**src/hw/ppu_pkg.sv**
```systemverilog
package ppu_pkg;

  // ====================
  // Widths with a meaning
  // ====================
  typedef logic [15:0] addr_t;       // CPU address
  typedef logic [7:0]  byte_t;       // Bus data, register contents
  typedef logic [12:0] vram_addr_t;  // Offset into video RAM
  typedef logic [8:0]  dot_t;        // 0..455
  typedef logic [7:0]  line_t;       // 0..153
  typedef logic [7:0]  pixel_x_t;    // 0..159
  typedef logic [1:0]  shade_t;      // Color index or palette shade

  // Encoding matches the STAT mode field
  typedef enum logic [1:0] {
    mode_hblank = 2'd0,
    mode_vblank = 2'd1,
    mode_oam    = 2'd2,
    mode_draw   = 2'd3
  } ppu_mode_e;

  // ====================
  // Display format
  // ====================
  localparam dot_t  dots_per_line   = 9'd456;
  localparam line_t lines_per_frame = 8'd154;
  localparam line_t visible_lines   = 8'd144;
  localparam dot_t  screen_width    = 9'd160;
  localparam dot_t  draw_start      = 9'd80;   // First dot of mode 3
  localparam dot_t  draw_end        = 9'd252;  // First dot of mode 0

  // ====================
  // Register map
  // ====================
  localparam addr_t addr_lcdc = 16'hFF40;
  localparam addr_t addr_stat = 16'hFF41;
  localparam addr_t addr_scy  = 16'hFF42;
  localparam addr_t addr_scx  = 16'hFF43;
  localparam addr_t addr_ly   = 16'hFF44;
  localparam addr_t addr_lyc  = 16'hFF45;
  localparam addr_t addr_bgp  = 16'hFF47;

  localparam addr_t vram_base = 16'h8000;
  localparam addr_t vram_last = 16'h9FFF;

endpackage
```
**src/hw/ppu_timing.sv**
```systemverilog
`timescale 1ns/10ps

module ppu_timing (
  input  logic               clk,
  input  logic               reset,
  input  logic               lcd_on,
  input  ppu_pkg::line_t     lyc,
  output ppu_pkg::dot_t      dot,
  output ppu_pkg::line_t     ly,
  output ppu_pkg::ppu_mode_e mode,
  output logic               vblank,
  output logic               lyc_match
);
  import ppu_pkg::*;

  logic running;  // Low for the first cycle after LCD turn-on
  logic line_end;

  assign line_end  = (dot == dots_per_line - 9'd1);
  assign lyc_match = (ly == lyc);

  always_ff @(posedge clk or posedge reset) begin
    if (reset) begin
      dot     <= '0;
      ly      <= '0;
      mode    <= mode_oam;
      vblank  <= 1'b0;
      running <= 1'b0;
    end else if (!lcd_on) begin
      // Display off, everything parked
      dot     <= '0;
      ly      <= '0;
      mode    <= mode_hblank;
      vblank  <= 1'b0;
      running <= 1'b0;
    end else if (!running) begin
      dot     <= '0;
      ly      <= '0;
      mode    <= mode_oam;
      vblank  <= 1'b0;
      running <= 1'b1;
    end else begin
      vblank <= 1'b0;

      // Dot and line counters
      if (line_end) begin
        dot <= '0;
        ly  <= (ly == lines_per_frame - 8'd1) ? 8'd0 : ly + 8'd1;
      end else begin
        dot <= dot + 9'd1;
      end

      // Mode sequence 2 -> 3 -> 0, then 1 after the last visible line
      case (mode)
        mode_oam: if (dot == draw_start - 9'd1) mode <= mode_draw;
        mode_draw: if (dot == draw_end - 9'd1) mode <= mode_hblank;
        mode_hblank: begin
          if (line_end) begin
            if (ly == visible_lines - 8'd1) begin
              mode   <= mode_vblank;
              vblank <= 1'b1;  // Lines up with ly becoming 144
            end else begin
              mode <= mode_oam;
            end
          end
        end
        mode_vblank: if (line_end && ly == lines_per_frame - 8'd1) mode <= mode_oam;
        default: mode <= mode_hblank;
      endcase
    end
  end

  assert property (@(posedge clk) disable iff (reset) dot < dots_per_line);
  assert property (@(posedge clk) disable iff (reset) ly < lines_per_frame);

endmodule

```
**config.mk**
```make
export PLATFORM = sky130hd
export DESIGN_NAME = ppu_timing
export DESIGN_NICKNAME = d
export VERILOG_FILES = /design/src/hw/ppu_pkg.sv /design/src/hw/ppu_timing.sv
export SDC_FILE = /design/constraint.sdc
export NUM_CORES = 1
export LEC_CHECK = 0
export BUFFER_PORTS_ARGS = -buffer_cell sky130_fd_sc_hd__buf_2
export CORE_MARGIN = 2
export CORE_UTILIZATION = 42
export DETAILED_ROUTE_END_ITERATION = 10
export PLACE_DENSITY = 0.75
export SLEW_MARGIN = 25
export SYNTH_ARGS = -nofsm -noshare
export SYNTH_HDL_FRONTEND = slang
export SYNTH_SLANG_ARGS = --single-unit
```
**constraint.sdc**
```tcl
create_clock -name clk -period 1.9 [get_ports clk]
set_clock_uncertainty 0.1 [all_clocks]
set_input_delay 0.285 -clock clk [delete_from_list [all_inputs] [get_ports clk]]
set_output_delay 0.285 -clock clk [all_outputs]
set_load 0.02 [all_outputs]
```
# == Word level (Yosys, flattened, before mapping) ==
# Cells that the tools add are included.
# totals
ff_bits,21
latchBits,0
mem_bits_rw,0
romBits,0
in_bits,11
output_inout_bits,21
wordCells,45
memories,0
# classes
n_addsub,2
n_mul,0
div_mod_pow,0
n_lt_le_gt_ge,0
n_eq_ne,14
shifts,0
n_mux,21
bitwise,0
n_reduce_logical,3
# ops
op,n
2-to-1 mux 8 bit,4
2-to-1 mux 9 bit,3
== test 8 bit (second input constant),2
inequality test 4 bit (second input constant),4
2-to-1 mux 2 bit,7
adder 9 x 1 -> 9 bit (second input constant),1
== test 9 x 7 -> 1 bit (second input constant),1
== test 9 x 8 -> 1 bit (second input constant),1
== test 9 bit (second input constant),1
adder 8 x 1 -> 8 bit (second input constant),1
== test 8 bit,1
one-hot mux 2 bit (4 select lines),1
2-to-1 mux 1 bit,6
== test 2 bit (second input constant),2
AND reduction 4 bit,1
inequality test 3 x 2 -> 1 bit (second input constant),1
== test 2 x 1 -> 1 bit (second input constant),1
logical NOT 2 bit,1
logical AND 1 bit,1

# == Logic depth before layout (Yosys ltp) ==
# logic_depth
depth_word,6
ltp_mapped,7
mapped_depth_nobuf,7

# == Worst setup path before layout ==
# Ideal clock, no wire load.
# synth_path
path_type,register to register
startpoint,register ly[5]
endpoint,register mode[1]
setup_time_ns,0.082
t_arrival_ns,1.967
required_time_ns,1.718
path_slack_ns,-0.249
path_stages_with_launch,6
path_buffers,0
synth_period_minus_slack_ns,2.149
cell_sequence,dfrtp_1 or3b_1 or4b_4 o311ai_2 a21oi_1 mux2_4
# synth_between
elab_chain_cells,6
elab_cells_between_ends,10
classes_between,eq/ne: 3; mux: 5; reduce/logical: 2
# synth_rtl
item,line,rtl
start: declaration,ppu_timing.sv:9,"output ppu_pkg::line_t ly,"
start signal: assignment,ppu_timing.sv:48,ly <= (ly == lines_per_frame - 8'd1) ? 8'd0 : ly + 8'd1;
== test 8 bit,ppu_timing.sv:59,if (ly == visible_lines - 8'd1) begin
2-to-1 mux 2 bit,ppu_timing.sv:59,
2-to-1 mux 2 bit,ppu_timing.sv:58,if (line_end) begin
one-hot mux 2 bit (4 select lines),ppu_timing.sv:54,case (mode)
2-to-1 mux 2 bit,ppu_timing.sv:36,end else if (!running) begin
2-to-1 mux 2 bit,ppu_timing.sv:29,end else if (!lcd_on) begin
end signal: assignment,ppu_timing.sv:55,mode_oam: if (dot == draw_start - 9'd1) mode <= mode_draw;
end signal: assignment,ppu_timing.sv:56,mode_draw: if (dot == draw_end - 9'd1) mode <= mode_hblank;
end signal: assignment,ppu_timing.sv:60,mode <= mode_vblank;
end: declaration,ppu_timing.sv:10,"output ppu_pkg::ppu_mode_e mode,"
# Parallel ways exist; a longest one is shown, timed or not. The select of a mux whose other input is x is not followed.
# A chain may end at the register's enable or synchronous reset.

# == Worst setup path in the final report ==
# layout_path
startpoint,register ly[6]
endpoint,register mode[1]
# The elaborated chain is that of the path after synthesis.

==> summary.md <==
| Metric | Value |
|---|---|
| Status | `finished with violations` |
| Failing checks | `setup timing` |
| Crit share post-route | `1.08` |
| Crit Path Max Fanout | `3` |
| DR DRC count | `0` |
| CP endpoint kind | `flop` |
| N_diodes | `0` |
| Peak Freq | `0.485 GHz` |
| Multiplexer area fraction after synthesis | `0.0122` |
| Setup_tns | `-161 ps` |
| Power Total | `0.772 mW` |
| Num CTS Buffers | `3` |
| Crit-path slowest cell | `or4b_4` |
| Max cap viols | `0` |
| CP Data Required Time | `2050 ps` |
| Setup bufs post-CTS | `0` |
| Clock transition at path regs | `110 ps` |
| Int Power | `0.579 mW` |
| DP Worst Slack | `-146 ps` |
| Slew Limit Fails | `0` |
| Simple-gate share of the synthesized area | `0.272` |
| Synth Area in XOR/XNOR | `0.128` |
| Cell Area, Placed | `1600 um^2` |
| 1st-iter DRT viols | `23` |
| Primary FF master, synth | `dfrtp_1` |
| Mapped Cells | `129` |
| WHS | `49.3 ps` |
| Post-Synthesis Net Count | `143` |
| Arr. time, crit path | `2210 ps` |
| Met1 wire length | `1280 um` |
| Clock Power Share | `0.279` |
| Clock buffer depth | `2` |
| Worst-Skew Late Latency | `300 ps` |
| Most frequent cells in the layout | `buf_2, buf_4, nor2_1` |
| Switching power | `0.193 mW` |
| Final wirelength | `2990 um` |
| DR WL met3 | `126 um` |
| Area grow syn2layout | `34.9%` |
| Syn Area/Cell | `9.57 um^2` |
| Top layer in use | `met4` |
| WL met2 | `1560 um` |
| Via count | `1,165` |
| DIE WIDTH | `58.2 um` |
| CP Launch Type | `flop` |
| Kind of critical path | `reg -> reg` |
| Worst slew margin | `0.761` |
| Critical path cell sequence | `or3b_4 -> or4b_4 -> o311ai_4 -> a21oi_1 -> mux2_4` |
| Tmin final | `2060 ps` |
| Leading area contributor after synthesis | `dfrtp_1` |
| Gr usage total | `0.192` |
| Layout Nets | `202` |
| Global-route wire length before repair | `5060 um` |
| Top cell type's share of synthesized area | `0.405` |
| Vias in the first global route | `1,164` |
| RSZ-0062 raised after global routing | `yes` |
| Syn Std Cell Area | `1230 um^2` |
| Synth Warn # | `0` |
| CTS tree | `yes` |
| Routed WL per cell | `13.7 um` |
| Htree depth | `1` |
| Final Hold Fails | `0` |
| Post-synthesis compound-gate area fraction | `0.0800` |
| Sink Count | `21` |
| Gr ovfl total | `0` |
| Final setup margin | `-161 ps` |
| Initial Util | `0.444` |
| Comb power frac | `0.115` |
| Placer Congestion | `0.868` |
| Post-synth EDFFs | `0` |
| Clock root cell | `clkbuf_4` |
| Largest net degree at the start of global routing | `22` |
| CP Buf/Inv Count | `0` |
| DR vias/cell | `5.34` |
| FP Rows | `19` |
| Leading cell type in the layout, fill and taps excluded | `buf_2` |
| Area contributors post-synth | `dfrtp_1, xnor2_1, nor2_1` |
| Adder-Cell Fraction of Synth Area | `0.0304` |
| Number of detailed-route iterations in the first pass | `4` |
| Core ar. | `2780 um^2` |
| P per Cell Area | `464 nW/um^2` |
| Leakage | `0.768 nW` |
| Worst hold path type | `in -> reg` |
| I/O pin count | `32` |
| Die H | `58.2 um` |
| Final HPWL DP | `2270 um` |
| Initial antenna violation count | `0` |
| Final ANT Viol Nets | `0` |
| Die area | `3390 um^2` |
| Max stage delay on crit path | `530 ps` |
| Seq pwr share | `0.605` |
| Cell variety after synth | `38` |
| Final setup viols | `1` |
| Peak VDD IR | `550 uV` |
| Post-synthesis register bit count | `21` |
| Delay-heaviest family, CP | `simple AND/OR/NAND/NOR gates` |
| Measured slew at the worst slew-check pin | `355 ps` |
| IO buf count | `31` |
| Finished Cell Area | `1670 um^2` |
| Main combinational cell family by area after synthesis | `simple AND/OR/NAND/NOR gates` |
| FFs w/ async S/R, synth | `1.00` |
| Share of cells above drive strength 1 | `0.412` |
| Register area share after synthesis | `0.427` |
| Switching Fraction | `0.249` |
cells by family after synthesis:
group,count (synthesis)
xor gates and xnor gates,18
AOI/OAI and AO/OA,16
and+or+nand+nor,60
muxes,1
DFF,21
buffers and inverters,10
adders and majority gates,3
final cells by class:
type                    count  area (um^2)
inverters                   6         22.5
fillers                   258         1120
flip-flops and latches     21          536
repair buffers             58          360
well taps                  31         38.8
clock buffers               4         26.3
multi-input cells          98          682
Yosys cell counts, types with 2 or more instances:
cell type,n
o21ai_0,5
xnor2_1,14
and3_1,2
nand2_1,8
xor2_1,4
a21oi_1,6
inv_1,6
nand4_1,7
ha_1,3
nor3_1,2
nor2_1,16
dfrtp_1,20
or3_1,5
nand2b_1,3
nand3_1,5
path summary, 6_finish.rpt:
path | depth (start not counted) | startpoint | slack (ps) | end
max | 5 | ly[6]$_DFFE_PP0P_ | -160 | mode[1]$_DFFE_PP1P_
min in group asynchronous | 4 | reset | 430 | ly[2]$_DFFE_PP0P_
min | 1 | lcd_on | 50 | running$_DFF_PP0_
max reg2reg | 5 | ly[6]$_DFFE_PP0P_ | -160 | mode[1]$_DFFE_PP1P_
max in group asynchronous | 4 | reset | 990 | mode[1]$_DFFE_PP1P_
min reg2reg | 2 | dot[0]$_DFF_PP0_ | 450 | dot[0]$_DFF_PP0_
per-layer routing:
layer  global-route usage  vias to the layer above
met3               0.0201                        2
li1                     -                      564
met2                0.356                       30
met1                0.238                      569
met4               0.0465                        0
met5                    0                        -
power by group through the flow:
| stage | logic (mW) | registers, mW | clock network [mW] |
|---|---|---|---|
| 2_1_floorplan | 0.0543 | 0.478 | 0 |
| 3_3_place_gp | 0.0822 | 0.475 | 0 |
| 6_report | 0.0891 | 0.467 | 0.215 |
| 5_1_grt | 0.0976 | 0.469 | 0.246 |
| 4_1_cts | 0.0878 | 0.467 | 0.226 |
| 3_5_place_dp | 0.0851 | 0.475 | 0 |
state kept, by name (all words and copies together), names as in the netlist:
name,cells
dot,9
ly,8
mode,2
running,1
vblank,1
timing repair:
item                       in CTS  in global routing
hold endpoints to repair       20                  0
gates resized for setup         2                  3
hold buffers                    1                  0
setup endpoints to repair       2                 10
through the flow:
stage | std cells | utilization
after floorplan | 129 | -
after global placement | 213 | 0.574
after detailed placement | 213 | 0.574
after CTS | 218 | 0.591
after global routing | 218 | 0.599
final | 218 | 0.599
Note: power is estimated with default switching activity, not from simulation.
