[src/hw/ppu_pkg.sv]
package ppu_pkg;

  // ====================
  // Widths with a meaning
  // ====================
  typedef logic [15:0] addr_t;       // CPU address
  typedef logic [7:0]  byte_t;       // Bus data, register contents
  typedef logic [12:0] vram_addr_t;  // Offset into video RAM
  typedef logic [8:0]  dot_t;        // 0..455
  typedef logic [7:0]  line_t;       // 0..153
  typedef logic [7:0]  pixel_x_t;    // 0..159
  typedef logic [1:0]  shade_t;      // Color index or palette shade

  // Encoding matches the STAT mode field
  typedef enum logic [1:0] {
    mode_hblank = 2'd0,
    mode_vblank = 2'd1,
    mode_oam    = 2'd2,
    mode_draw   = 2'd3
  } ppu_mode_e;

  // ====================
  // Display format
  // ====================
  localparam dot_t  dots_per_line   = 9'd456;
  localparam line_t lines_per_frame = 8'd154;
  localparam line_t visible_lines   = 8'd144;
  localparam dot_t  screen_width    = 9'd160;
  localparam dot_t  draw_start      = 9'd80;   // First dot of mode 3
  localparam dot_t  draw_end        = 9'd252;  // First dot of mode 0

  // ====================
  // Register map
  // ====================
  localparam addr_t addr_lcdc = 16'hFF40;
  localparam addr_t addr_stat = 16'hFF41;
  localparam addr_t addr_scy  = 16'hFF42;
  localparam addr_t addr_scx  = 16'hFF43;
  localparam addr_t addr_ly   = 16'hFF44;
  localparam addr_t addr_lyc  = 16'hFF45;
  localparam addr_t addr_bgp  = 16'hFF47;

  localparam addr_t vram_base = 16'h8000;
  localparam addr_t vram_last = 16'h9FFF;

endpackage
[src/hw/ppu_regs.sv]
`timescale 1ns/10ps

module ppu_regs (
  input  logic                clk,
  input  logic                reset,
  input  ppu_pkg::addr_t      cpu_addr,
  input  ppu_pkg::byte_t      cpu_wdata,
  input  logic                cpu_write,
  input  logic                cpu_read,
  output ppu_pkg::byte_t      cpu_rdata,
  input  ppu_pkg::line_t      ly,
  input  ppu_pkg::ppu_mode_e  mode,
  input  logic                lyc_match,
  output logic                vram_cpu_write,
  output ppu_pkg::vram_addr_t vram_cpu_addr,
  output ppu_pkg::byte_t      vram_cpu_wdata,
  input  ppu_pkg::byte_t      vram_cpu_rdata,
  output logic                lcd_on,
  output ppu_pkg::line_t      lyc,
  output ppu_pkg::byte_t      scx,
  output ppu_pkg::byte_t      scy,
  output ppu_pkg::byte_t      bgp,
  output logic                bg_enable,
  output logic                map_select,
  output logic                tile_unsigned
);
  import ppu_pkg::*;

  byte_t lcdc;
  logic  vram_hit;

  assign vram_hit = (cpu_addr >= vram_base) && (cpu_addr <= vram_last);

  // VRAM window goes straight through
  assign vram_cpu_write = cpu_write && vram_hit;
  assign vram_cpu_addr  = vram_addr_t'(cpu_addr - vram_base);
  assign vram_cpu_wdata = cpu_wdata;

  // LCDC fields
  assign lcd_on        = lcdc[7];
  assign tile_unsigned = lcdc[4];  // 8000 addressing
  assign map_select    = lcdc[3];  // 9C00 map
  assign bg_enable     = lcdc[0];

  // ====================
  // Register writes
  // ====================
  always_ff @(posedge clk or posedge reset) begin
    if (reset) begin
      lcdc <= 8'h00;
      scy  <= 8'h00;
      scx  <= 8'h00;
      lyc  <= 8'h00;
      bgp  <= 8'hFC;
    end else if (cpu_write) begin
      case (cpu_addr)
        addr_lcdc: lcdc <= cpu_wdata;
        addr_scy:  scy  <= cpu_wdata;
        addr_scx:  scx  <= cpu_wdata;
        addr_lyc:  lyc  <= cpu_wdata;
        addr_bgp:  bgp  <= cpu_wdata;
        default: ;  // STAT, LY and OAM writes dropped
      endcase
    end
  end

  // ====================
  // Read mux
  // ====================
  always_comb begin
    cpu_rdata = 8'hFF;  // Idle, unmapped and OAM
    if (cpu_read) begin
      if (vram_hit) begin
        cpu_rdata = vram_cpu_rdata;
      end else begin
        case (cpu_addr)
          addr_lcdc: cpu_rdata = lcdc;
          addr_stat: cpu_rdata = {1'b1, 4'b0000, lyc_match, mode};
          addr_scy:  cpu_rdata = scy;
          addr_scx:  cpu_rdata = scx;
          addr_ly:   cpu_rdata = ly;
          addr_lyc:  cpu_rdata = lyc;
          addr_bgp:  cpu_rdata = bgp;
          default:   cpu_rdata = 8'hFF;
        endcase
      end
    end
  end

  // Bus master never reads and writes in one cycle
  assert property (@(posedge clk) disable iff (reset) !(cpu_read && cpu_write));

endmodule

[config.mk]
export PLATFORM = sky130hd
export DESIGN_NAME = ppu_regs
export DESIGN_NICKNAME = d
export VERILOG_FILES = /design/src/hw/ppu_pkg.sv /design/src/hw/ppu_regs.sv
export SDC_FILE = /design/constraint.sdc
export NUM_CORES = 1
export LEC_CHECK = 0
export BUFFER_PORTS_ARGS = -buffer_cell sky130_fd_sc_hd__buf_4
export CORE_ASPECT_RATIO = 0.8
export CORE_UTILIZATION = 46
export DETAILED_ROUTE_END_ITERATION = 7
export PLACE_DENSITY = 0.8
export SYNTH_ARGS = -nofsm -noshare
export SYNTH_HDL_FRONTEND = slang
export SYNTH_SLANG_ARGS = --single-unit
[constraint.sdc]
create_clock -name clk -period 3.6 [get_ports clk]
set_input_delay 0.72 -clock clk [delete_from_list [all_inputs] [get_ports clk]]
set_output_delay 0.72 -clock clk [all_outputs]
set_load 0.05 [all_outputs]
* Yosys cells after proc, flatten, opt, wreduce, memory -nomap -nowiden
Cells that the tools add are included.
** Word-level totals
- Register bits after elaboration :: 40
- Output and inout port bits :: 66
- Logic and storage cells :: 25
** Cells by class
- Muxes and demuxes :: 3
- Order comparisons :: 2
- Reduce and logical (&&, ||, !) cells :: 7
- Eq/ne operators :: 7
- Add/sub/neg operators :: 1
** Operators by type and width (number)
- == test 16 bit (second input constant) :: 7
- case mux 8 bit (7 select lines) :: 1
- >= comparator 16 bit (second input constant) :: 1
- <= comparator 16 bit (second input constant) :: 1
- two-way mux 8 bit :: 2
- subtractor 13 x 1 -> 13 bit (second input constant) :: 1
- AND reduction 2 bit :: 5
- logical AND 1 bit :: 2

* Logic depth before layout (Yosys ltp)
Gate-level depths: netlist of run 1.
- Depth in word-level cells :: 4
- Mapped depth :: 7
- Gate-level depth less buffers :: 5

* Least setup slack after synthesis of run 1
OpenSTA, ideal clock, no wires.
- Path type :: input -> output
- Start point :: input port cpu_addr[4]
- End point :: output port cpu_rdata[2]
- Data arrival time :: 2997 ps
- Data required time :: 2880 ps
- Path buffers :: 2
- Stages on the path :: 7
- Setup slack :: -117 ps
- Cells stage by stage :: or4b_4 buf_6 or2_1 buf_6 nor4b_2 a222oi_1 a21oi_1
** Between the ends
- Word-level cells in the longest chain between the ends :: 4
- Elaborated cells on any way between the ends :: 13
- Classes of those cells :: order compare (2); eq/ne (7); mux (3); reduce/logical (1)
** RTL lines
- start: declaration :: RTL line ppu_regs.sv:6 : input ppu_pkg::addr_t cpu_addr,
- >= comparator 16 bit (tied with other cells) :: RTL line ppu_regs.sv:32 : assign vram_hit = (cpu_addr >= vram_base) && (cpu_addr <= vram_last);
- logical AND 1 bit or case mux 8 bit (7 select lines) (tied branches) :: RTL line ppu_regs.sv:32, ppu_regs.sv:76
- two-way mux 8 bit (*) :: RTL line ppu_regs.sv:73 : if (vram_hit) begin
- two-way mux 8 bit (*) :: RTL line ppu_regs.sv:72 : if (cpu_read) begin
- end: declaration :: RTL line ppu_regs.sv:10 : output ppu_pkg::byte_t cpu_rdata,
Every way passes the cells marked *; elsewhere a longest branch is shown, timed or not.

* Worst setup path in the final report of run 1
- Start point :: input port cpu_addr[4]
- End point :: output port cpu_rdata[1]
The elaborated chain is that of the path after synthesis.

==> results.yml, run 1 <==
outcome:
  status: "finished clean"
global_route:
  grt_pass1_wl_um: 10200
  antenna_found_initial: 0
  grt_use_total_pct: 25.9
  grt_pass1_vias: 2029
  grt_max_degree: 41
  overflow: 0
synthesis:
  syn_inst: 204
  netlist_area_um2: 2350
  synth_commonest_cells: "mux2_2 (41), dfrtp_1 (34), buf_4 (21), nand2_1 (10), nor2_1 (10)"
  synth-warning-count: 0
  ys_seq_elements: 40
  synth-async-reset-ratio_pct: 100
  syn_area_per_cell_um2: 11.5
  ys.flop_type: "dfrtp_1"
  synth_most_common_cell: "mux2_2"
  synth.yosys.seq_area_share_pct: 42.9
  synth.distinct_cells: 42
  synth_area_leader_cell: "dfrtp_1"
  synth_edf_count: 0
  synth_fp_nets: 251
  synth_top_area_share_pct: 36.2
  netlist_top_cells_area: "dfrtp_1 (36%), mux2_2 (20%), dfstp_2 (6.7%), buf_4 (6.7%), mux2i_1 (3.0%)"
worst_setup_path:
  cp.required_ns: 2.88
  critPathArrivalTime_ns: 2.79
  crit_family: "simple AND/OR/NAND/NOR gates"
  worstPathCellList: "buf_4, or4b_4, or2_1, or4_4, a221oi_1, a21oi_2, buf_4"
  crit_buf_inv: 2
  crit_type: "in -> out"
  cp_max_fo: 5
  r2r_setup_slack_ns: 2.77
  crit_top_cell: "buf_4"
  critPathLaunchType: "primary input"
  cp_slowest_cell: "or4_4"
  crit_path_max_incr_delay_ns: 0.59
  end_kind: "output port"
sta:
  skew_ns: 0
  fin_setup_tns_ns: 0
  slew_viol_final: 0
  fin_ws_ns: 0.0902
  period_share_pct: 97.5
  rsz0062_at_grt: "false"
  period_minus_slack_ns: 3.51
  setup-violations-final: 0
  hold_viol_final: 0
  max_slew.worst_pin.slew_ns: 0.546
  slew_headroom_pct: 63.5
  fmax_ghz: 0.285
  holdWs_ns: 0.523
clock_network:
  clock_latency_ns: 0.29
  cts_tree: "built"
  cts.clk_slew.worst_paths_ns: 0.08
  cts.repair.resized: 0
  cts_buffer_depth: 2
  h-tree-depth: 2
  cts_setup_buffers: 0
  cts_sinks: 40
  cts_hold_buf: 0
  cts_buffers: 5
  cts_root_buffer: "clkbuf_8"
placement:
  gp_congestion: 0.858
  place_ws_ns: 0.0856
  dp_hpwl_um: 4920
  post_dp_cell_area_um2: 3180
  port_buffers: 112
power:
  internal_power_w: 0.000719
  power.switching_w: 0.000263
  clock_power_share_pct: 37.3
  power.total_w: 0.000982
  leakage_nw: 1.66
  p_per_area_nw_per_um2: 298
  power_frac_comb_pct: 17.0
  sw_frac_of_total_pct: 26.8
  ir_drop_mv: 0.231
  power_frac_seq_pct: 45.8
floorplan:
  die_w_um: 81.9
  core_area_um2: 4730
  io_pins: 113
  start_util_pct: 49.6
  die_h_um: 65.9
  num_rows: 22
  die_area_um2: 5400
routing:
  wl_um: 6600
  ant_nets: 0
  drt_first_pass_iters: 7
  viasPerCell: 5.70
  vias: 2104
  wl_per_cell_um: 17.9
  drc: 0
  drt_iter0_drc: 234
final_layout:
  design_area_um2: 3300
  antennaDiodeCount: 0
  drive_above_1_share_pct: 63.1
  finalNetCount: 355
  area_growth_pct: 40.3
hold_path:
  hp-class: "reg -> reg"
run:
  max-cap-violations: 0
==> area by class of cell <==
type                    instances  area (um2)
clock buffers                   5        68.8
clock inverters                 3        42.5
fillers                       380        1440
inverters                       3        11.3
multi-input cells             132        1140
flip-flops and latches         40        1010
well taps                      60        75.1
repair buffers                126         946
==> flip-flops by register name, indices dropped and copies added, names as in the netlist <==
signal and flops:
bgp 8, lyc 8, scx 8, scy 8, lcdc 8
==> layer usage <==
metal	GRT usage [%]	share of wire [%]	vias to the layer above
li1	-	-	946
met1	36.9	43	1012
met2	39.4	44	133
met3	6.07	11	13
met5	0	0	-
met4	7.02	1.2	0
==> power groups by stage <==
stage                     Sequential, W  Clock (W)  Combinational (W)
final                          0.000450   0.000366           0.000167
after floorplan                0.000459          0           0.000104
after CTS                      0.000450   0.000369           0.000168
after global routing           0.000450   0.000393           0.000177
after detailed placement       0.000458          0           0.000167
after global placement         0.000458          0           0.000166
==> stage by stage <==
| step | util, % | instances |
|---|---|---|
| after floorplan | - | 204 |
| after global placement | 67.3 | 361 |
| after detailed placement | 67.3 | 361 |
| after CTS | 69.6 | 369 |
| after global routing | 69.6 | 369 |
| final | 69.6 | 369 |
==> logic make-up after synthesis <==
kind of cell | Yosys count | synth area share [%]
compound gates | 28 | 8.95
buf+inv | 32 | 9.11
flops | 40 | 42.9
mux | 52 | 24.6
simple gates | 52 | 14.4
==> cells in the final DEF, fill, tap and decap left out, drive strengths merged, types with 3 or more instances in the layout <==
cell type  instances
buf              126
mux2              45
dfrtp             34
nand2             10
nor2              10
a21oi              8
mux2i              7
dfstp              6
nor4               6
clkbuf             5
a221oi             4
and2               3
o2111ai            3
o22a               3
a22o               3
nand4              3
or4                3
nand3              3
a31oi              3
inv                3
nor4b              3
==> final timing paths <==
check,startpoint,to,cells past startpoint
min reg2reg,lcdc[2],lcdc[2],1
max reg2reg,scy[1],scy[1],1
min,lcdc[2],lcdc[2],1
min in group asynchronous,reset,scx[5],3
max in group asynchronous,reset,bgp[7],3
max,cpu_addr[4],cpu_rdata[1],7
Note: power is estimated with default switching activity, not from simulation.
==> run 2: changes to the inputs <==
--- a/config.mk
+++ b/config.mk
@@ -5,9 +5,9 @@
 export SDC_FILE = /design/constraint.sdc
 export NUM_CORES = 1
 export LEC_CHECK = 0
+export ABC_AREA = 1
 export BUFFER_PORTS_ARGS = -buffer_cell sky130_fd_sc_hd__buf_4
-export CORE_ASPECT_RATIO = 0.8
-export CORE_UTILIZATION = 46
+export CORE_UTILIZATION = 48
 export DETAILED_ROUTE_END_ITERATION = 7
 export PLACE_DENSITY = 0.8
 export SYNTH_ARGS = -nofsm -noshare
==> run 2 against run 1 <==
  * Non-clock buffer count fell by 11
  * Sequential share of layout area fell by 1.5 points
  * Global-route usage fell by 0.050 points
  * Worst setup slack improved by 0.45 ns
  * Synthesized cell count rose by 79%
  * Count of clock-buffer cells in the layout rose by 1
  * Worst hold slack got worse by 0.032 ns
  * Core utilization fell by 3.4 points
  * Clock power fell by 1%
  * Maximum frequency rose by 15%
  * Critical path depth rose by 6
  * Design area rose by 5.2%
  * Critical path type unchanged
  * Critical endpoint is now cpu_rdata[2]
==> results.yml, run 2 <==
global_route:
  grt_pass1_wl_um: 12200
  antenna_found_initial: 0
  overflow: 0
  grt_max_degree: 41
  grt_pass1_vias: 2565
  grt_use_total_pct: 25.9
floorplan:
  die_area_um2: 5910
  die_h_um: 76.9
  die_w_um: 76.9
  start_util_pct: 51.4
  io_pins: 113
  core_area_um2: 5240
  num_rows: 26
worst_setup_path:
  r2r-start: "bgp[3]"
  cp.required_ns: 2.88
  path_depth: 13
  crit_type: "in -> out"
  cp_slowest_cell: "nor2_8"
  cp-startpoint: "cpu_addr[15]"
  critPathCapture: "cpu_rdata[2]"
  crit_buf_inv: 4
  crit_family: "simple AND/OR/NAND/NOR gates"
  end_kind: "output port"
  cp_max_fo: 30
  r2r_setup_slack_ns: 2.82
  r2r_end: "bgp[3]"
  critPathArrivalTime_ns: 2.34
  critPathLaunchType: "primary input"
  worstPathCellList: "buf_4, nand2_2, inv_2, nand2_4, nor2_8, buf_4, nand3_1, nand2_1, nor2_1, nand3_1, nand2_1, nand2_1, buf_4"
  crit_path_max_incr_delay_ns: 0.34
  ff2ff_path_depth: 2
routing:
  vias: 2701
  drt_iter0_drc: 121
  wl_um: 7340
  wl_met1_um: 3040
  topRoutingLayerUsed: "met4"
  ant_nets: 0
  wl_met2_um: 3700
  drt_first_pass_iters: 4
  wl_per_cell_um: 14.0
  drc: 0
  met3WireLength_um: 457
  viasPerCell: 5.14
synthesis:
  ys_seq_elements: 40
  synth.yosys.seq_area_share_pct: 37.5
  ys.flop_type: "dfrtp_1"
  synth_most_common_cell: "nand2_1"
  synth.distinct_cells: 22
  synth_area_leader_cell: "dfrtp_1"
  syn_area_per_cell_um2: 7.36
  synth-warning-count: 0
  synth_top_area_share_pct: 31.6
  synth_edf_count: 0
  synth_commonest_cells: "nand2_1 (106), nand3_1 (62), o21ai_1 (35), dfrtp_1 (34), inv_1 (34)"
  netlist_top_cells_area: "dfrtp_1 (32%), nand2_1 (15%), nand3_1 (12%), o21ai_1 (6.5%), dfstp_2 (5.9%)"
  synth-async-reset-ratio_pct: 100
  syn_inst: 366
  netlist_area_um2: 2690
  synth_fp_nets: 413
final_layout:
  design_area_um2: 3470
  drive_above_1_share_pct: 33.8
  mostFrequentLayoutCells: "buf_4 (115), nand2_1 (106), nand3_1 (62)"
  finalNetCount: 501
  layout_commonest_cell: "buf_4"
  antennaDiodeCount: 0
  area_growth_pct: 28.8
  post-route-util_pct: 66.2
placement:
  gp_congestion: 0.917
  dp_hpwl_um: 5580
  port_buffers: 112
  post_dp_cell_area_um2: 3360
hold_path:
  hp-class: "reg -> reg"
  whs_path_depth: 2
clock_network:
  cts.clk_slew.worst_paths_ns: 0.08
  cts_hold_buf: 0
  cts_sinks: 40
  clock_latency_ns: 0.29
  cts_root_buffer: "clkbuf_8"
  cts_buffer_depth: 2
  cts_tree: "built"
  cts_buffers: 5
  cts.repair.resized: 0
  cts_setup_buffers: 0
  h-tree-depth: 2
power:
  leakage_nw: 1.86
  ir_drop_mv: 0.250
  p_per_area_nw_per_um2: 283
sta:
  period_minus_slack_ns: 3.06
  max_slew.worst_pin.slew_ns: 0.520
  fin_setup_tns_ns: 0
  slew_viol_final: 0
  skew_ns: 0
  slew_headroom_pct: 65.2
  setup-violations-final: 0
  period_share_pct: 84.9
  hold_viol_final: 0
  holdWs_ns: 0.491
  rsz0062_at_grt: "false"
  fmax_ghz: 0.327
outcome:
  status: "finished clean"
run:
  max-cap-violations: 0
-- run 2: how the worst min path moves through the flow --
| stage | start | end | slack [ns] |
|---|---|---|---|
| global route | bgp[7] | bgp[7] | 0.51 |
| finish | bgp[5] | bgp[5] | 0.49 |
| CTS | bgp[5] | bgp[5] | 0.49 |
| global placement | bgp[4] | bgp[4] | 0.47 |
| floorplan | lcdc[5] | lcdc[5] | 0.46 |
| detailed placement | bgp[5] | bgp[5] | 0.48 |
-- run 2: power by group --
group          internal (W)  switching, W
sequential         0.000449   0.000000164
clock              0.000206      0.000155
combinational     0.0000603      0.000111
total              0.000716      0.000267
-- run 2: metal layers --
metal  GRT usage [%]  vias up
met2            45.7      110
met1            31.8     1252
met5               0        -
li1                -     1325
met3            4.52       14
met4            8.08        0
-- run 2: final cells by class --
class / count / area [um2]
clock inverter: 2 / 35.0
timing repair buffer: 115 / 863
inverter: 36 / 135
clock buffer: 6 / 72.6
fill: 486 / 1770
multi-input combinational: 256 / 1270
tap: 70 / 87.6
sequential: 40 / 1010
-- run 2: through the flow --
stage,cells,setup slack [ns],power [W]
detailed placement,517,0.569,0.000630
global placement,517,0.602,0.000629
finish,525,0.545,0.000982
global route,525,0.347,0.00102
floorplan,366,0.852,0.000570
CTS,525,0.557,0.000982
-- run 2: worst register-to-register path, cell delays in order (launching register included) --
cell and delay (ns):
dfstp_2 0.57, nand2_1 0.06, o21ai_1 0.08
-- run 2: cells by family (layout without fill, tap and decap cells) --
logic type             count (synthesis)  count (layout)  synth area share, %
AND/OR/NAND/NOR                      215             215                 38.8
buffers and inverters                 70             159                 15.5
AO/OA/AOI/OAI                         41              41                 8.23
flip-flops                            40              40                 37.5
