$ cat src/hw/ppu_pkg.sv
package ppu_pkg;

  // ====================
  // Widths with a meaning
  // ====================
  typedef logic [15:0] addr_t;       // CPU address
  typedef logic [7:0]  byte_t;       // Bus data, register contents
  typedef logic [12:0] vram_addr_t;  // Offset into video RAM
  typedef logic [8:0]  dot_t;        // 0..455
  typedef logic [7:0]  line_t;       // 0..153
  typedef logic [7:0]  pixel_x_t;    // 0..159
  typedef logic [1:0]  shade_t;      // Color index or palette shade

  // Encoding matches the STAT mode field
  typedef enum logic [1:0] {
    mode_hblank = 2'd0,
    mode_vblank = 2'd1,
    mode_oam    = 2'd2,
    mode_draw   = 2'd3
  } ppu_mode_e;

  // ====================
  // Display format
  // ====================
  localparam dot_t  dots_per_line   = 9'd456;
  localparam line_t lines_per_frame = 8'd154;
  localparam line_t visible_lines   = 8'd144;
  localparam dot_t  screen_width    = 9'd160;
  localparam dot_t  draw_start      = 9'd80;   // First dot of mode 3
  localparam dot_t  draw_end        = 9'd252;  // First dot of mode 0

  // ====================
  // Register map
  // ====================
  localparam addr_t addr_lcdc = 16'hFF40;
  localparam addr_t addr_stat = 16'hFF41;
  localparam addr_t addr_scy  = 16'hFF42;
  localparam addr_t addr_scx  = 16'hFF43;
  localparam addr_t addr_ly   = 16'hFF44;
  localparam addr_t addr_lyc  = 16'hFF45;
  localparam addr_t addr_bgp  = 16'hFF47;

  localparam addr_t vram_base = 16'h8000;
  localparam addr_t vram_last = 16'h9FFF;

endpackage
$ cat src/hw/ppu_bg_render.sv
`timescale 1ns/10ps

module ppu_bg_render (
  input  logic                clk,
  input  logic                reset,
  input  ppu_pkg::dot_t       dot,
  input  ppu_pkg::line_t      ly,
  input  ppu_pkg::ppu_mode_e  mode,
  input  ppu_pkg::byte_t      scx,
  input  ppu_pkg::byte_t      scy,
  input  ppu_pkg::byte_t      bgp,
  input  logic                bg_enable,
  input  logic                map_select,
  input  logic                tile_unsigned,
  output ppu_pkg::vram_addr_t map_addr,
  output logic [11:0]         tile_addr,
  input  ppu_pkg::byte_t      map_data,
  input  logic [15:0]         tile_data,
  output logic                pixel_valid,
  output ppu_pkg::pixel_x_t   pixel_x,
  output ppu_pkg::line_t      pixel_y,
  output ppu_pkg::shade_t     pixel_shade
);
  import ppu_pkg::*;

  localparam vram_addr_t map_base_lo = 13'h1800;  // 9800 map
  localparam vram_addr_t map_base_hi = 13'h1C00;  // 9C00 map

  // Stage 0
  logic       issue;
  pixel_x_t   x0;
  byte_t      sx0;
  byte_t      sy0;

  // Stage 1
  logic       s1_valid;
  pixel_x_t   s1_x;
  line_t      s1_y;
  logic [2:0] s1_fine_x;
  logic [2:0] s1_row;

  // Stage 2
  logic       s2_valid;
  pixel_x_t   s2_x;
  line_t      s2_y;
  logic [2:0] s2_fine_x;
  logic [2:0] bit_sel;
  shade_t     color;

  // ====================
  // Stage 0, map fetch
  // ====================
  always_comb begin
    issue    = (mode == mode_draw) && (dot < draw_start + screen_width);
    x0       = pixel_x_t'(dot - draw_start);
    sx0      = x0 + scx;  // Wraps at 256
    sy0      = ly + scy;
    map_addr = (map_select ? map_base_hi : map_base_lo) + {3'b000, sy0[7:3], sx0[7:3]};
  end

  always_ff @(posedge clk or posedge reset) begin
    if (reset) begin
      s1_valid <= 1'b0;
      s2_valid <= 1'b0;
      pixel_valid <= 1'b0;
    end else begin
      s1_valid <= issue;
      s2_valid <= s1_valid;
      pixel_valid <= s2_valid;
    end
  end

  always_ff @(posedge clk) begin
    s1_x      <= x0;
    s1_y      <= ly;
    s1_fine_x <= sx0[2:0];
    s1_row    <= sy0[2:0];
  end

  // ====================
  // Stage 1, tile row fetch
  // ====================
  // Signed mode: 0x800 + signed tile * 8 folds into flipping the sign bit
  assign tile_addr = tile_unsigned ? {1'b0, map_data, s1_row}
                                   : {~map_data[7], map_data, s1_row};

  always_ff @(posedge clk) begin
    s2_x      <= s1_x;
    s2_y      <= s1_y;
    s2_fine_x <= s1_fine_x;
  end

  // ====================
  // Stage 2, pixel and palette
  // ====================
  always_comb begin
    bit_sel = 3'd7 - s2_fine_x;  // Leftmost pixel is bit 7
    color   = {tile_data[{1'b1, bit_sel}], tile_data[{1'b0, bit_sel}]};
  end

  always_ff @(posedge clk) begin
    pixel_x     <= s2_x;
    pixel_y     <= s2_y;
    pixel_shade <= bg_enable ? bgp[{color, 1'b0} +: 2] : 2'b00;
  end

  assert property (@(posedge clk) disable iff (reset) pixel_valid |-> pixel_x < screen_width);

endmodule

$ cat config.mk
export PLATFORM = sky130hd
export DESIGN_NAME = ppu_bg_render
export DESIGN_NICKNAME = d
export VERILOG_FILES = /design/src/hw/ppu_pkg.sv /design/src/hw/ppu_bg_render.sv
export SDC_FILE = /design/constraint.sdc
export NUM_CORES = 1
export LEC_CHECK = 0
export BUFFER_PORTS_ARGS = -buffer_cell sky130_fd_sc_hd__buf_4
export CORE_MARGIN = 8
export CORE_UTILIZATION = 30
export DETAILED_ROUTE_END_ITERATION = 7
export GPL_TIMING_DRIVEN = 1
export SETUP_SLACK_MARGIN = 0.2
export SLEW_MARGIN = 20
export SYNTH_ARGS = -nofsm -noshare
export SYNTH_HDL_FRONTEND = slang
export SYNTH_SLANG_ARGS = --single-unit
$ cat constraint.sdc
create_clock -name clk -period 6.15 [get_ports clk]
set_clock_uncertainty 0.2 [all_clocks]
set_input_delay 1.23 -clock clk [delete_from_list [all_inputs] [get_ports clk]]
set_output_delay 1.23 -clock clk [all_outputs]
set_load 0.1 [all_outputs]
## Word level (Yosys, flattened, before mapping)

Index checks and enable logic that the tools add are counted.

| cells by class | value |
|---|---|
| $add $sub $neg | 5 |
| multiply operators | 0 |
| divide/modulo/power cells | 0 |
| magnitude comparators | 3 |
| eq/ne operators | 1 |
| shifts and indexed selects | 1 |
| mux-type cells | 6 |
| bitwise logic cells | 1 |
| reduce and logical (&&, ||, !) cells | 1 |

Operator list:

| cell | count |
|---|---|
| $add 8x8->8 | 2 |
| $add 12x11->13 | 1 |
| $mux 12 | 1 |
| $mux 11 | 1 |
| $lt 9x8->1 const B | 1 |
| $shiftx 8x4->2 | 1 |
| $sub 8x7->8 const B | 1 |
| $bmux 1 s3 | 2 |
| $lt 3x5->1 const B | 1 |
| $lt 4x5->1 const B | 1 |
| $sub 3x3->3 const A | 1 |
| $eq 2x2->1 const B | 1 |
| $mux 1 | 2 |
| $logic_and 1x1->1 | 1 |
| $not 1->1 | 1 |

| word-level totals | value |
|---|---|
| register bits after elaboration | 62 |
| latch bits | 0 |
| RAM bits | 0 |
| bits in read-only memories | 0 |
| input port bits | 72 |
| logic and storage cells | 31 |
| memories | 0 |

## Longest topological paths before layout

Gate-level depths: netlist of the first run.

| depth | value |
|---|---|
| depth in word-level cells | 4 |
| depth in mapped cells | 9 |

## Worst setup path after synthesis of the first run

OpenSTA, ideal clock, no wires.

| timing | value |
|---|---|
| kind | input to output |
| start point | in dot[4] |
| end point | out map_addr[3] |
| arrival | 2.799 ns |
| slack | 1.921 ns |
| cell stages on the path | 8 |
| buffers on the path | 1 |
| cell sequence | inv_1 -> ha_1 -> xnor2_1 -> ha_1 -> inv_1 -> or4_1 -> nand3_1 -> buf_4 |

| on the way | value |
|---|---|
| cells in the longest elaborated chain, start to end | 3 |

Ends and longest elaborated chain:

| element | line | source |
|---|---|---|
| start: declaration | ppu_bg_render.sv:6 | `input ppu_pkg::dot_t dot,` |
| $sub 8x7->8 | ppu_bg_render.sv:55 | `x0 = pixel_x_t'(dot - draw_start);` |
| named net x0[6] | ppu_bg_render.sv:31 | `pixel_x_t x0;` |
| $add 8x8->8 | ppu_bg_render.sv:56 | `sx0 = x0 + scx;` |
| named net sx0[6] | ppu_bg_render.sv:32 | `byte_t sx0;` |
| $add 12x11->13 | ppu_bg_render.sv:58 | `map_addr = (map_select ? map_base_hi : map_base_lo) + {3'b000, sy0[7:3], sx0[7:3]};` |
| end: declaration | ppu_bg_render.sv:15 | `output ppu_pkg::vram_addr_t map_addr,` |

The timed path passes the listed nets, and every way through them passes these cells.

## Worst setup path after layout of the first run

| timing | value |
|---|---|
| start point | in ly[1] |
| end point | out map_addr[9] |

| on the way | value |
|---|---|
| cells in the longest elaborated chain, start to end | 2 |

Ends and longest elaborated chain:

| element | line | source |
|---|---|---|
| start: declaration | ppu_bg_render.sv:7 | `input ppu_pkg::line_t ly,` |
| $add 8x8->8 | ppu_bg_render.sv:57 | `sy0 = ly + scy;` |
| $add 12x11->13 | ppu_bg_render.sv:58 |  |

Every way passes these cells.

==> results of run 1 <==
==> per-stage QoR <==
| stage | area [sq um] | power [mW] | util (%) | hold WS (ps) | setup WS [ps] |
|---|---|---|---|---|---|
| 6_report | 3120 | 1.11 | 43.0 | 123 | 1680 |
| 5_1_grt | 3120 | 1.17 | 43.0 | 123 | 1500 |
| 4_1_cts | 3120 | 1.13 | 43.0 | 125 | 1620 |
| 3_5_place_dp | 2950 | 0.833 | 40.7 | 112 | 1630 |
| 3_3_place_gp | 2950 | 0.829 | 40.7 | 110 | 1670 |
| 2_1_floorplan | 2260 | 0.785 | - | 110 | 1920 |
==> metal layers <==
layer  up-vias  share of wire, %  GRT usage [%]
met3         9               8.1           3.85
met1       662                35           7.56
met4         0               2.0           5.76
met5         -                 0              0
li1        777                 -              -
met2        52                54           16.0
==> cells in the mapped netlist <==
| cell | number |
|---|---|
| buf_4 | 21 |
| nand3_1 | 2 |
| conb_1 | 1 |
| dfrtp_1 | 3 |
| mux2_2 | 1 |
| o21ai_0 | 5 |
| inv_1 | 16 |
| a21boi_0 | 2 |
| a211oi_1 | 2 |
| mux4_1 | 6 |
| dfxtp_1 | 59 |
| o41ai_1 | 2 |
| nor2b_1 | 2 |
| o211ai_1 | 2 |
| a21o_1 | 2 |
| xor2_1 | 3 |
| xnor2_1 | 9 |
| nand4_1 | 1 |
| nor3_1 | 4 |
| nand2_1 | 2 |
| and4b_1 | 1 |
| and2_1 | 2 |
| a21oi_1 | 4 |
| nor2_1 | 13 |
| mux2i_1 | 1 |
| fa_1 | 2 |
| ha_1 | 15 |
| or4_1 | 2 |
==> cell families (layout without fill, tap and decap cells) <==
group	after synthesis	after routing
flip-flops	62	62
multiplexers	8	8
AND/OR/NAND/NOR	29	29
AO/OA/AOI/OAI	19	19
adder cells (fa/ha/maj)	17	17
other	1	2
buffers and inverters	37	127
XOR/XNOR	12	12
==> cell usage in the layout (no fill, tap or decap) <==
master,count
ha_1,15
conb_1,2
o41ai_1,2
dfxtp_1,59
clkinv_2,2
xor2_1,3
nand3_1,2
xnor2_1,9
fa_1,2
and2_1,2
mux2_2,1
buf_4,97
mux4_1,6
a21boi_0,2
mux2i_1,1
nor2_1,13
clkbuf_8,11
and4b_1,1
or4_1,2
dfrtp_1,3
a211oi_1,2
o211ai_1,2
nand2_1,2
clkbuf_1,1
o21ai_0,5
a21o_1,2
inv_1,16
a21oi_1,4
nor2b_1,2
nand4_1,1
nor3_1,4
==> sequential cells by signal (all words and copies together) (netlist names), 2 cells and up <==
name / flops
s1_row: 3
pixel_x: 8
s2_fine_x: 3
s1_fine_x: 3
s1_y: 8
s1_x: 8
s2_y: 8
pixel_shade: 2
s2_x: 8
pixel_y: 8
==> final cells by class <==
type	count	area, sq um	share of cell area (%)
inverter	16	60.1	1.93
multi-input combinational	87	785	25.2
clock buffer	12	155	4.98
timing repair buffer	97	728	23.4
clock inverter	2	10.0	0.321
sequential	62	1260	40.3
tap	99	124	3.97
==> power breakdown <==
group	leakage [nW]	switching, mW	internal [mW]
clock	0.0881	0.130	0.162
combinational	0.886	0.270	0.105
sequential	0.538	0.0102	0.435
total	1.51	0.411	0.702
==> worst min path at each step <==
stage | slack [ps] | to | depth (start not counted) | startpoint
after global routing | 120 | pixel_y[6] | 0 | s2_y[6]
after floorplan | 110 | pixel_x[0] | 0 | s2_x[0]
after global placement | 110 | pixel_y[6] | 0 | s2_y[6]
final | 120 | pixel_y[6] | 0 | s2_y[6]
after CTS | 120 | pixel_y[6] | 0 | s2_y[6]
after detailed placement | 110 | pixel_y[0] | 0 | s2_y[0]
==> worst register-to-register path, delay by kind of cell (launching register included) <==
kind,cells,cell delay (ps)
muxes,3,1340
DFF,1,430
and+or+nand+nor,1,170
==> flow_metrics.py, run 1 <==
metrics = {
    "finish": {
        "fin_cells": 375,
        "area_growth_pct": 38.3,
        "diodes": 0,
        "nFillCells": 704,
        "layout-drive-gt1-share_pct": 40.2,
        "final_nets": 362,
    },
    "sta": {
        "setup_viol": 0,
        "period_share_pct": 72.7,
        "period_minus_slack_ps": 4470,
        "fin_tns_setup_ps": 0,
        "drv_slew": 0,
        "rsz0062_at_grt": "no",
        "hold_viol_final": 0,
        "max_freq_mhz": 224,
    },
    "logic_synthesis": {
        "syn_inst": 185,
        "synthAdderAreaFrac_pct": 10.1,
        "synth_top_area_share_pct": 52.4,
        "syn_area_sq_um": 2250,
        "synth-seq-cells": 62,
        "ys_top_cells_by_area": "dfxtp_1 52%, ha_1 8.3%, mux4_1 7.0%",
        "yosysUniqueCellTypes": 28,
        "synth_compound_area_share_pct": 5.44,
        "yosys_warnings": 0,
        "ys_seq_area_share_pct": 55.7,
        "synth_mux_area_share_pct": 7.94,
        "synth-simple-area-share_pct": 6.33,
        "synth.avg_cell_area_sq_um": 12.2,
        "synth_top_family_by_area": "adder cells",
        "synth_top_area_cell": "dfxtp_1",
        "synth_xor_area_share_pct": 4.66,
    },
    "worst_setup_path": {
        "crit_type": "input pin to output port",
        "startpoint": "ly[1]",
        "cp.required_ps": 4720,
        "r2r-end": "pixel_shade[1]",
        "cp_cell_sequence": "buf_4, ha_1, a21o_1, a211oi_1, nor2_1, o41ai_1, xnor2_1, buf_4",
        "timing.rr.start": "s2_fine_x[0]",
        "cp_slowest_stage_delay_ps": 390,
        "worstSetupEndpoint": "map_addr[9]",
        "path_depth": 8,
        "r2r_slack_ps": 3910,
        "cp-end-kind": "output port",
        "worstPathArrival_ps": 3040,
        "crit_path_max_fanout": 3,
        "cp_top_family": "compound AO/OA/AOI/OAI gates",
        "crit_slowest_cell": "o41ai_1",
        "crit_top_cell": "buf_4",
        "start_kind": "input pin",
        "reg2reg_depth": 4,
        "crit_buf_inv": 2,
    },
    "floorplanning": {
        "core_sq_um": 7250,
        "boundaryPins": 116,
        "die_w_microns": 103,
        "dieArea_sq_um": 10500,
        "start_util_pct": 31.1,
        "die_h_microns": 103,
        "num_rows": 31,
    },
    "routing": {
        "antenna_left": 0,
        "totalWireLength_microns": 4600,
        "routed_via_density": 4.00,
        "drt_iter0_drc": 36,
        "firstDrtPassIters": 4,
        "via_count": 1500,
        "drc": 0,
        "wire_per_inst_microns": 12.3,
    },
    "power": {
        "power.ir.vdd_worst_v": 0.000165,
        "leakage_nw": 1.51,
        "power_density_nw_per_um2": 357,
    },
    "global_routing": {
        "grt-ovfl-total": 0,
        "grt_max_degree": 11,
        "antenna_found_initial": 0,
        "grt_usage_pct": 8.74,
        "grt_pass1_wl_microns": 6880,
        "grt_pass1_vias": 1561,
    },
    "clock_network": {
        "path_clk_slew_ps": 60,
        "root_buffer": "clkbuf_8",
        "clock_path_buffers": 2,
        "clock_sinks": 62,
        "holdBufCountCts": 0,
        "htreeDepth": 3,
        "cts_tree": "yes",
        "cts_buffers": 9,
        "insertion_delay_ps": 320,
        "cts_setup_buffers": 0,
        "post_cts_resized": 0,
    },
    "placed_design": {
        "port_buffers": 97,
        "dp_hpwl_microns": 3940,
        "routabilityCongestion": 0.635,
        "dp.cells": 361,
    },
    "run_status": {
        "status": "completed",
    },
    "run": {
        "cap_viol_max_count": 0,
    },
    "hold_path": {
        "hold_path_class": "flip-flop to flip-flop",
    },
}
(Power assumes the default switching activity.)
==> inputs of run 2 (changes only) <==
==> constraint.sdc (replaced) <==
create_clock -name clk -period 3.9 [get_ports clk]
set_clock_uncertainty 0.2 [all_clocks]
set_input_delay 0.78 -clock clk [delete_from_list [all_inputs] [get_ports clk]]
set_output_delay 0.78 -clock clk [all_outputs]
set_load 0.1 [all_outputs]
==> flow_metrics.py, run 2 (synthesis results as in run 1) <==
metrics = {
    "sta": {
        "period_minus_slack_ps": 3590,
        "fin_tns_setup_ps": 0,
        "hold_viol_final": 0,
        "setup_viol": 0,
        "hold-worst-slack_ps": 116,
        "setup_ws_ps": 306,
        "period_share_pct": 92.2,
        "drv_slew": 0,
        "rsz0062_at_grt": "no",
        "max_freq_mhz": 278,
    },
    "clock_network": {
        "cts_buffers": 9,
        "cts_setup_buffers": 0,
        "root_buffer": "clkbuf_8",
        "holdBufCountCts": 0,
        "insertion_delay_ps": 330,
        "htreeDepth": 3,
        "cts_tree": "yes",
        "path_clk_slew_ps": 60,
        "post_cts_resized": 0,
        "clock_path_buffers": 2,
        "clock_sinks": 62,
    },
    "power": {
        "power_mw": 1.89,
        "power.ir.vdd_worst_v": 0.000255,
        "power_density_nw_per_um2": 594,
        "leakage_nw": 1.54,
    },
    "placed_design": {
        "postPlaceCellArea_sq_um": 2950,
        "dp_hpwl_microns": 3950,
        "dp.cells": 361,
        "port_buffers": 97,
        "dpl_worst_slack_ps": 277,
        "routabilityCongestion": 0.635,
    },
    "worst_setup_path": {
        "start_kind": "input pin",
        "crit_type": "input pin to output port",
        "cp.required_ps": 2920,
        "crit_path_max_fanout": 3,
        "cp-end-kind": "output port",
        "worstPathArrival_ps": 2610,
        "reg2reg_depth": 4,
    },
    "floorplanning": {
        "start_util_pct": 31.1,
        "die_w_microns": 103,
        "num_rows": 31,
        "boundaryPins": 116,
        "dieArea_sq_um": 10500,
        "core_sq_um": 7250,
        "die_h_microns": 103,
    },
    "routing": {
        "firstDrtPassIters": 3,
        "drt_iter0_drc": 21,
        "drc": 0,
        "wire_per_inst_microns": 12.3,
        "via_count": 1495,
        "antenna_left": 0,
        "routed_via_density": 3.97,
        "totalWireLength_microns": 4630,
    },
    "finish": {
        "nFillCells": 702,
        "final_nets": 362,
        "layout_commonest_cell": "buf_4",
        "final_cell_mix": "96 x buf_4, 59 x dfxtp_1, 16 x inv_1",
        "diodes": 0,
        "multi_input_area_sq_um": 792,
        "design_area_sq_um": 3180,
        "ff_latch_area_sq_um": 1260,
        "fin_util_pct": 43.8,
        "layout-drive-gt1-share_pct": 40.6,
        "fin_cells": 377,
        "area_growth_pct": 41.0,
    },
    "global_routing": {
        "grt_pass1_vias": 1555,
        "antenna_found_initial": 0,
        "grt_usage_pct": 8.84,
        "grt-ovfl-total": 0,
        "grt_max_degree": 11,
        "grt_pass1_wl_microns": 6910,
    },
    "run": {
        "cap_viol_max_count": 0,
    },
    "run_status": {
        "status": "completed",
    },
    "hold_path": {
        "hold_path_class": "input pin to asynchronous set/reset pin",
    },
}
[run 2: cell types whose count changed in the layout (fill, tap and decap cells not counted)]
cell,before,now
o41ai_2,0,1
clkbuf_1,1,2
clkbuf_8,11,10
o41ai_1,2,1
buf_4,97,96
bufinv_16,0,2
buf_6,0,1
[run 2: report_power, final]
group | internal [mW] | leakage (nW) | switching (mW)
logic | 0.168 | 0.892 | 0.428
clock network | 0.375 | 0.110 | 0.217
registers | 0.685 | 0.538 | 0.0156
total | 1.23 | 1.54 | 0.660
[run 2: path summary, 6_finish.rpt]
kind / startpoint / endpoint / slack (ps)
worst max-delay path: dot[0] / map_addr[3] / 310
worst min-delay path: reset / s2_valid / 120
worst max register to register: s2_fine_x[0] / pixel_shade[1] / 1680
worst min register to register: s1_y[1] / s2_y[1] / 120
max in group asynchronous: reset / s1_valid / 3260
min in group clk: s1_y[1] / s2_y[1] / 120
[run 2: area by class of cell]
class | count | share of cell area, %
sequential | 62 | 39.5
timing repair buffer | 97 | 23.0
clock buffer | 12 | 4.57
multi-input combinational | 87 | 24.9
clock inverter | 4 | 2.20
inverter | 16 | 1.89
tap | 99 | 3.90
[run 2: layer usage]
layer	vias to the layer above	track usage, %	part of all wire [%]	wire (microns)
li1	778	-	-	-
met1	664	8.01	35	1640
met2	46	15.7	55	2540
met3	7	3.51	8.2	381
met4	0	6.43	1.6	74
met5	-	0	0	0
[run 2: worst max-delay path: stages]
cell and delay (ps):
buf_4 110, ha_1 210, inv_1 70, fa_1 190
nor2b_1 50, o21ai_0 210, a21boi_0 170, or4_1 420
nand3_1 100, buf_4 290
==> inputs of run 3 (changes only) <==
==> constraint.sdc (replaced) <==
create_clock -name clk -period 3.9 [get_ports clk]
set_clock_uncertainty 0.2 [all_clocks]
set_input_delay 0.585 -clock clk [delete_from_list [all_inputs] [get_ports clk]]
set_output_delay 0.585 -clock clk [all_outputs]
set_load 0.1 [all_outputs]
==> flow_metrics.py, run 3 (synthesis results as in run 1) <==
metrics = {
    "worst_setup_path": {
        "crit_type": "input pin to output port",
        "cp.required_ps": 3120,
        "path_depth": 10,
        "cp-end-kind": "output port",
        "r2r-end": "pixel_shade[0]",
        "timing.rr.start": "s2_fine_x[0]",
        "cp_slowest_stage_delay_ps": 420,
        "start_kind": "input pin",
        "crit_path_max_fanout": 3,
        "crit_slowest_cell": "or4_1",
        "cp_top_family": "simple AND/OR/NAND/NOR gates",
        "crit_buf_inv": 3,
        "cp_cell_sequence": "buf_4, ha_1, inv_1, fa_1, nor2b_1, o21ai_0, a21boi_0, or4_1, nand3_1, buf_4",
        "crit_top_cell": "buf_4",
        "reg2reg_depth": 4,
        "r2r_slack_ps": 1670,
        "worstPathArrival_ps": 2430,
    },
    "finish": {
        "nFillCells": 721,
        "diodes": 0,
        "fin_util_pct": 43.2,
        "layout_commonest_cell": "buf_4",
        "layout-drive-gt1-share_pct": 40.1,
        "final_nets": 363,
        "final_cell_mix": "97 x buf_4, 59 x dfxtp_1, 16 x inv_1",
        "area_growth_pct": 39.1,
        "fin_cells": 376,
    },
    "global_routing": {
        "grt_usage_pct": 8.72,
        "antenna_found_initial": 0,
        "grt_pass1_wl_microns": 6750,
        "grt_max_degree": 10,
        "grt-ovfl-total": 0,
        "grt_pass1_vias": 1517,
    },
    "clock_network": {
        "cts_tree": "yes",
        "root_buffer": "clkbuf_8",
        "clock_path_buffers": 2,
        "post_cts_resized": 0,
        "insertion_delay_ps": 320,
        "path_clk_slew_ps": 60,
        "htreeDepth": 3,
        "cts_buffers": 9,
        "clock_sinks": 62,
    },
    "hold_path": {
        "hold_path_class": "flip-flop to flip-flop",
        "min_to": "pixel_y[3]",
        "min-delay-start": "s2_y[3]",
        "holdPathStages": 0,
    },
    "floorplanning": {
        "core_sq_um": 7250,
        "num_rows": 31,
        "die_w_microns": 103,
        "boundaryPins": 116,
        "die_h_microns": 103,
        "start_util_pct": 31.1,
        "dieArea_sq_um": 10500,
    },
    "routing": {
        "totalWireLength_microns": 4660,
        "drt_iter0_drc": 21,
        "routed_via_density": 3.95,
        "drc": 0,
        "antenna_left": 0,
        "wire_per_inst_microns": 12.4,
        "firstDrtPassIters": 4,
        "via_count": 1487,
    },
    "sta": {
        "hold_viol_final": 0,
        "max_freq_mhz": 311,
        "period_share_pct": 82.4,
        "drv_slew": 0,
        "rsz0062_at_grt": "no",
        "period_minus_slack_ps": 3210,
        "fin_tns_setup_ps": 0,
        "setup_viol": 0,
    },
    "power": {
        "power_density_nw_per_um2": 566,
        "power.ir.vdd_worst_v": 0.000251,
        "leakage_nw": 1.52,
        "power_mw": 1.78,
    },
    "placed_design": {
        "dp.cells": 361,
        "dp_hpwl_microns": 3930,
        "routabilityCongestion": 0.635,
        "port_buffers": 97,
    },
    "run": {
        "cap_viol_max_count": 0,
    },
    "run_status": {
        "status": "completed",
    },
}
run 3: layout make-up:
type | count | area, sq um | share of cell area, %
repair buffers | 98 | 738 | 23.5
clock inverters | 1 | 5.00 | 0.160
clock buffers | 13 | 169 | 5.38
inverters | 16 | 60.1 | 1.91
well taps | 99 | 124 | 3.95
multi-input cells | 87 | 785 | 25.0
flip-flops and latches | 62 | 1260 | 40.0
run 3: worst max path at each step:
stage / from / slack (ps) / endpoint
2_1_floorplan: dot[4] / 960 / map_addr[3]
3_3_place_gp: ly[1] / 710 / map_addr[9]
3_5_place_dp: ly[1] / 680 / map_addr[9]
4_1_cts: ly[1] / 680 / map_addr[9]
5_1_grt: ly[0] / 530 / map_addr[8]
6_report: ly[0] / 690 / map_addr[8]
run 3: timing repair:
item | CTS | global route
hold buffers | 1 | 0
endpoints found under the hold margin | 3 | 0
setup buffers | 0 | 0
run 3: through the flow:
| stage | instance area, sq um | hold WS [ps] | setup slack [ps] |
|---|---|---|---|
| 2_1_floorplan | 2260 | 110 | 961 |
| 3_3_place_gp | 2950 | 110 | 713 |
| 6_report | 3140 | 122 | 686 |
| 5_1_grt | 3140 | 126 | 526 |
| 4_1_cts | 3140 | 126 | 681 |
| 3_5_place_dp | 2950 | 112 | 683 |
run 3: worst reg2reg max path: cells and delay by family, from the launching register on:
family           cells  cell delay [ps]
muxes                3             1330
and+or+nand+nor      1              170
DFF                  1              420
run 3: routing by layer:
| metal | share of wire (%) | track usage (%) | vias to the layer above |
|---|---|---|---|
| met5 | 0 | 0 | - |
| li1 | - | - | 779 |
| met3 | 8.7 | 3.85 | 7 |
| met2 | 55 | 15.8 | 47 |
| met1 | 35 | 7.42 | 654 |
| met4 | 1.8 | 6.43 | 0 |
run 3: power by group:
| group | internal [mW] | leakage [nW] | switching [mW] |
|---|---|---|---|
| registers | 0.685 | 0.538 | 0.0158 |
| clock network | 0.275 | 0.0914 | 0.206 |
| logic | 0.166 | 0.890 | 0.427 |
